$ cat src/hw/dac_ctrl_pkg.sv
package dac_ctrl_pkg;

	// attenuation field width, same for left and right
	localparam int ATT_W = 11;

	// bits per control word on the mode port
	localparam int WORD_BITS = 16;

	// which control word is on the wire
	typedef enum logic [1:0] {
		MODE_ATT_L = 2'd0,
		MODE_ATT_R = 2'd1,
		MODE_FUNC  = 2'd2
	} dac_mode_e;

	// function settings, field order follows the word layout
	typedef struct packed {
		logic [1:0] out_mode;     // output phase / channel routing
		logic [1:0] word_len;     // input word length select
		logic [1:0] zero_mode;    // zero detect pin behavior
		logic       atten_common; // one attenuation for both channels
		logic       mute;
		logic [1:0] emph;         // de-emphasis select
	} dac_func_t;

	// one control word, MSB first on md
	typedef struct packed {
		logic [2:0]       reserved; // always zero
		logic [1:0]       mode;     // mode number of this word
		logic [ATT_W-1:0] data;
	} dac_word_t;

	// one-cycle strobes from sequencer to serial driver
	typedef struct packed {
		logic dac_rst; // pulse the DAC reset pin
		logic load;    // capture a new word and start shifting
		logic latch;   // drop ml for one cycle
	} seq_ctl_t;

endpackage

$ cat src/hw/dac_ctrl_top.sv
`timescale 1ns/10ps

module dac_ctrl_top import dac_ctrl_pkg::*; #(
	parameter int unsigned WAIT_LEN = 31 // last settle / gap count
) (
	input  logic             clk_s,
	input  logic             rst,
	input  logic [ATT_W-1:0] att_l,
	input  logic [ATT_W-1:0] att_r,
	input  dac_func_t        func,
	input  logic             reload,
	output logic             busy,
	output logic             dac_rst,
	output logic             mc,
	output logic             md,
	output logic             ml
);

	logic      snap;
	dac_mode_e mode;
	seq_ctl_t  ctl;
	dac_word_t word;

	// decode
	dac_word_build u_build (
		.clk_s (clk_s),
		.rst   (rst),
		.snap  (snap),
		.att_l (att_l),
		.att_r (att_r),
		.func  (func),
		.mode  (mode),
		.word  (word)
	);

	// execute
	dac_init_seq #(
		.WAIT_LEN (WAIT_LEN)
	) u_seq (
		.clk_s  (clk_s),
		.rst    (rst),
		.reload (reload),
		.snap   (snap),
		.mode   (mode),
		.ctl    (ctl),
		.busy   (busy)
	);

	// result, all pins come from here
	dac_serial_out u_ser (
		.clk_s   (clk_s),
		.rst     (rst),
		.ctl     (ctl),
		.word    (word),
		.dac_rst (dac_rst),
		.mc      (mc),
		.md      (md),
		.ml      (ml)
	);

endmodule

$ cat src/hw/dac_init_seq.sv
`timescale 1ns/10ps

module dac_init_seq import dac_ctrl_pkg::*; #(
	parameter int unsigned WAIT_LEN = 31
) (
	input  logic      clk_s,
	input  logic      rst,
	input  logic      reload,
	output logic      snap,
	output dac_mode_e mode,
	output seq_ctl_t  ctl,
	output logic      busy
);

	localparam logic [7:0] WAIT_LAST  = 8'(WAIT_LEN);
	localparam logic [7:0] LATCH_SLOT = 8'd2;  // third gap cycle on the pins
	localparam logic [4:0] SHIFT_LAST = 5'd31; // two cycles per bit, 16 bits

	typedef enum logic [2:0] {
		ST_IDLE,
		ST_RST,
		ST_RST_WAIT,
		ST_SHIFT,
		ST_SHIFT_WAIT
	} seq_state_e;

	seq_state_e state;
	logic [7:0] wait_cnt;  // settle and gap counter
	logic [4:0] shift_cnt; // cycles into the current word

	always_ff @(posedge clk_s) begin
		if (rst) begin
			state     <= ST_RST; // reset strobe goes out as reset is released
			wait_cnt  <= '0;
			shift_cnt <= '0;
			mode      <= MODE_ATT_L;
			busy      <= 1'b0;
		end else begin
			// follows the pins, which lag the strobes by one cycle
			busy <= (state != ST_IDLE);
			case (state)
				ST_IDLE: begin
					if (reload && !busy) begin
						state     <= ST_SHIFT;
						shift_cnt <= '0;
						mode      <= MODE_ATT_L;
					end
				end
				ST_RST: begin
					state    <= ST_RST_WAIT;
					wait_cnt <= '0;
				end
				ST_RST_WAIT: begin
					if (wait_cnt == WAIT_LAST) begin
						state     <= ST_SHIFT;
						shift_cnt <= '0;
						mode      <= MODE_ATT_L;
					end else begin
						wait_cnt <= wait_cnt + 8'd1;
					end
				end
				ST_SHIFT: begin
					shift_cnt <= shift_cnt + 5'd1;
					if (shift_cnt == SHIFT_LAST) begin
						state    <= ST_SHIFT_WAIT;
						wait_cnt <= '0;
					end
				end
				ST_SHIFT_WAIT: begin
					if (wait_cnt == WAIT_LAST) begin
						if (mode == MODE_FUNC) begin
							state <= ST_IDLE; // all three words sent
						end else begin
							state     <= ST_SHIFT;
							shift_cnt <= '0;
							mode      <= dac_mode_e'(mode + 2'd1);
						end
					end else begin
						wait_cnt <= wait_cnt + 8'd1;
					end
				end
				default: state <= ST_IDLE;
			endcase
		end
	end

	// word handed over in the first shift cycle
	assign ctl.load    = (state == ST_SHIFT) && (shift_cnt == '0);
	assign ctl.dac_rst = (state == ST_RST);
	assign ctl.latch   = (state == ST_SHIFT_WAIT) && (wait_cnt == LATCH_SLOT);

	// settings captured once per sequence, with the first word
	assign snap = ctl.load && (mode == MODE_ATT_L);

endmodule

$ cat src/hw/dac_serial_out.sv
`timescale 1ns/10ps

module dac_serial_out import dac_ctrl_pkg::*; (
	input  logic      clk_s,
	input  logic      rst,
	input  seq_ctl_t  ctl,
	input  dac_word_t word,
	output logic      dac_rst,
	output logic      mc,
	output logic      md,
	output logic      ml
);

	localparam int CNT_W = $clog2(WORD_BITS) + 1;
	localparam logic [CNT_W-1:0] CNT_DONE = CNT_W'(WORD_BITS);

	logic [WORD_BITS-1:0] sr;      // outgoing word, MSB on md
	logic                 phase;   // 0 is mc low half, 1 is mc high half
	logic [CNT_W-1:0]     bit_cnt; // bits already shifted out

	always_ff @(posedge clk_s) begin
		if (rst) begin
			sr      <= '0;
			phase   <= 1'b0;
			bit_cnt <= CNT_DONE;
			mc      <= 1'b0;
			dac_rst <= 1'b0;
			ml      <= 1'b1;
		end else begin
			dac_rst <= ctl.dac_rst;
			ml      <= ~ctl.latch; // active low latch

			if (ctl.load) begin
				sr      <= word;
				phase   <= 1'b0;
				bit_cnt <= '0;
				mc      <= 1'b0;
			end else if (bit_cnt != CNT_DONE) begin
				if (!phase) begin
					mc    <= 1'b1; // DAC samples md on this rise
					phase <= 1'b1;
				end else begin
					mc      <= 1'b0;
					phase   <= 1'b0;
					sr      <= {sr[WORD_BITS-2:0], 1'b0}; // zeros fill, md ends low
					bit_cnt <= bit_cnt + 1'b1;
				end
			end
		end
	end

	assign md = sr[WORD_BITS-1];

endmodule

$ cat src/hw/dac_word_build.sv
`timescale 1ns/10ps

module dac_word_build import dac_ctrl_pkg::*; (
	input  logic             clk_s,
	input  logic             rst,
	input  logic             snap,
	input  logic [ATT_W-1:0] att_l,
	input  logic [ATT_W-1:0] att_r,
	input  dac_func_t        func,
	input  dac_mode_e        mode,
	output dac_word_t        word
);

	logic [ATT_W-1:0] att_l_q;
	logic [ATT_W-1:0] att_r_q;
	dac_func_t        func_q;

	logic [ATT_W-1:0] sel_l;

	// settings held for the whole sequence
	always_ff @(posedge clk_s) begin
		if (rst) begin
			att_l_q <= '0;
			att_r_q <= '0;
			func_q  <= '0;
		end else if (snap) begin
			att_l_q <= att_l;
			att_r_q <= att_r;
			func_q  <= func;
		end
	end

	// first word loads in the snap cycle before the registers update
	assign sel_l = snap ? att_l : att_l_q;

	always_comb begin
		word.reserved = '0;
		word.mode     = mode;
		case (mode)
			MODE_ATT_L: word.data = sel_l;
			MODE_ATT_R: word.data = att_r_q;
			MODE_FUNC: begin
				// reset bit sits right after the output mode, kept at zero
				word.data = {func_q.out_mode, 1'b0, func_q.word_len, func_q.zero_mode,
					func_q.atten_common, func_q.mute, func_q.emph};
			end
			default: word.data = '0; // unused mode number
		endcase
	end

endmodule
$ cat config.mk
export PLATFORM = sky130hd
export DESIGN_NAME = dac_ctrl_top
export DESIGN_NICKNAME = d
export VERILOG_FILES = /design/src/hw/dac_ctrl_pkg.sv /design/src/hw/dac_ctrl_top.sv /design/src/hw/dac_init_seq.sv /design/src/hw/dac_serial_out.sv /design/src/hw/dac_word_build.sv
export SDC_FILE = /design/constraint.sdc
export NUM_CORES = 1
export LEC_CHECK = 0
export BUFFER_PORTS_ARGS = -buffer_cell sky130_fd_sc_hd__buf_2
export CAP_MARGIN = 30
export CORE_ASPECT_RATIO = 0.5
export CORE_MARGIN = 2
export CORE_UTILIZATION = 40
export DETAILED_ROUTE_END_ITERATION = 8
export GPL_ROUTABILITY_DRIVEN = 0
export GPL_TIMING_DRIVEN = 0
export PLACE_DENSITY = 0.65
export RECOVER_POWER = 100
export SYNTH_ARGS = -nofsm -noshare
export SYNTH_HDL_FRONTEND = slang
export SYNTH_SLANG_ARGS = --single-unit
$ cat constraint.sdc
create_clock -name clk_s -period 5.8 [get_ports clk_s]
set_input_delay 0.58 -clock clk_s [delete_from_list [all_inputs] [get_ports clk_s]]
set_output_delay 0.58 -clock clk_s [all_outputs]
set_load 0.05 [all_outputs]
==> out/results.ini <==
[floorplan]
fp.dieH_um = 66.6
io_pins = 40
die_area_um2 = 8590
rows = 22
core_um2 = 7460
start_util_pct = 42.0
die_w_um = 129

[status]
run_status = complete, no violations

[logic_synthesis]
synth_fp_nets = 422
synthTopCellsByCount = 74 x nand2_1, 64 x dfxtp_1, 44 x a21oi_1
synth_top_area_share_pct = 40.9
synth.top_cells.by_area = dfxtp_1 41%, nand2_1 8.9%, a21oi_1 7.0%
seq_area_frac_synth_pct = 40.9
synth-edff-count = 0
synth_top_area_cell = dfxtp_1
ys_types = 48
synth.most_common_cell = nand2_1
synthArstFlopShare_pct = 0
synthesis.area_um2 = 3130
syn_area_per_cell_um2 = 8.33
synth-seq-cells = 64
synth_cells = 376
yosys_warnings = 0
synth_ff_type = dfxtp_1

[worst_setup_path]
end_kind = register
crit_path_max_incr_delay_ps = 510
cpMostUsedCell = clkbuf_1
cp.required_ps = 6000
crit_type = register to register
cp_num_buf_inv = 3
cp.arrival_ps = 2480
cp_cell_sequence = inv_1, ha_1, nor4b_1, nand2_2, clkbuf_1, clkbuf_1, o21ai_0, a21oi_1
start_kind = register
crit_family = simple AND/OR/NAND/NOR gates
slowest_stage = nor4b_1
worstPathMaxFanout = 10

[sta]
finClkSkew_ps = 5.28
final-setup-viol-count = 0
post-route-period-util_pct = 39.2
slew_viol_final = 0
hold_violations = 0
worst_pin_slew_ps = 651
tns_ps = 0
rsz0062_at_grt = false
slew_headroom_pct = 56.3
min_period_ps = 2270
fmax_ghz = 0.440

[cells_and_area]
multiInputGateArea_um2 = 1610
final_net_count = 472
drive_above_1_share_pct = 13.5
antenna_cells = 0
area_growth_pct = 17.9
regArea_um2 = 1280
fill_cells = 716
utilization_pct = 49.5

[cts]
cts_tree = done
insertion_delay_ps = 330
cts_sinks = 64
max-clock-path-buffers = 2
htree_num_levels = 3
cts_root_buffer = clkbuf_16
cts-buffers-inserted = 9
hold_buffers = 0
post_cts_buffers = 0
cts_resized = 0
clk_pin_slew_ps = 50

[place]
place_hpwl_um = 5150
io_buffers = 39

[detailed_routing]
wl_um = 7200
drt-wirelength-per-cell_um = 13.4
drc = 0
routed-via-count = 2804
drt_pass1_iterations = 5
drt_iter0_markers = 278
drtAntennaViolNets = 0
via_per_inst = 5.21

[power_and_ir_drop]
power_frac_comb_pct = 14.3
p_leak_nw = 1.45
power.density_nw_per_um2 = 320
ir_worst_vdd_uv = 155
switching_share_pct = 25.9
power.switching_w = 0.000307
seqPwrFrac_pct = 41.6
internal_power_w = 0.000876
p_clk_share_pct = 44.1

[global_route]
grt_max_degree = 11
grt_pass1_wl_um = 12400
antenna_found_initial = 0
grt_overflow = 0
track_usage_pct = 18.6
grt_pass1_vias = 2649

[flow_run]
cap_violations = 0

[min_path]
hp-class = register to register

[path summary, 6_finish.rpt]
check | start | end | slack (ps) | cells past startpoint
max | u_seq.shift_cnt[0] | u_ser.sr[1] | 3530 | 8
min | u_ser.sr[13] | u_ser.sr[14] | 450 | 2
max reg2reg | u_seq.shift_cnt[0] | u_ser.sr[1] | 3530 | 8
min reg2reg | u_ser.sr[13] | u_ser.sr[14] | 450 | 2
[sequential cells by signal, summed over array words and instances, names as in the netlist]
signal and cells:
u_seq.state 3, u_seq.busy 1, u_ser.dac_rst 1, u_ser.bit_cnt 5, u_build.att_r_q 11, u_ser.phase 1, u_ser.ml 1, u_seq.wait_cnt 8
u_ser.sr 16, u_build.func_q 10, u_seq.shift_cnt 5, u_seq.mode 2
[area by class of cell]
type                       instances  share of cell area, %
clock inverter                     3                   1.15
sequential                        64                   34.7
buffer                            30                   3.80
multi-input combinational        270                   43.7
clock buffer                      12                   6.68
tap                              108                   3.66
timing repair buffer              39                   5.12
inverter                          12                   1.22
[logic make-up after synthesis]
| family | synth area share (%) |
|---|---|
| and+or+nand+nor | 22.6 |
| AOI/OAI and AO/OA | 21.8 |
| DFF | 40.9 |
| buffers and inverters | 6.27 |
| adders and majority gates | 4.40 |
| muxes | 2.56 |
| xor gates and xnor gates | 1.40 |
[power groups by stage]
stage	sequential (W)	clock (W)	combinational, W
detailed placement	0.000500	0	0.000173
finish	0.000492	0.000522	0.000169
global route	0.000496	0.000554	0.000191
global placement	0.000500	0	0.000172
floorplan	0.000503	0	0.000120
CTS	0.000492	0.000534	0.000174
[metrics by stage]
step	total power [W]	worst slack, ps	cell area, µm²	hold slack [ps]	instances
2_1_floorplan	0.000623	3960	3130	432	376
5_1_grt	0.00124	3340	3690	472	538
3_5_place_dp	0.000674	3660	3460	441	523
6_report	0.00118	3530	3690	448	538
3_3_place_gp	0.000672	3660	3460	438	523
4_1_cts	0.00120	3650	3750	449	538
[routing by layer]
layer	track usage, %	vias to the layer above	wire length (µm)
met2	28.4	63	3180
met4	4.62	0	82
met1	24.9	1304	3560
li1	-	1427	-
met3	6.59	10	383
met5	0	-	0
[cells in the final DEF, fill, tap and decap left out, drive strengths merged, types with 11 or more instances in the layout]
cell type  count
inv           12
and3          14
a21oi         44
nand2         75
buf           41
nor2          15
dfxtp         64
ha            11
clkbuf        40
o21ai         16
[worst reg2reg max path, delay by kind of cell (launching register included)]
family | cells | cell delay (ps)
buf+inv | 3 | 670
simple gates | 2 | 740
compound gates | 2 | 280
fa+ha+maj | 1 | 130
flops | 1 | 330
Power figures use the tool's default switching activity.
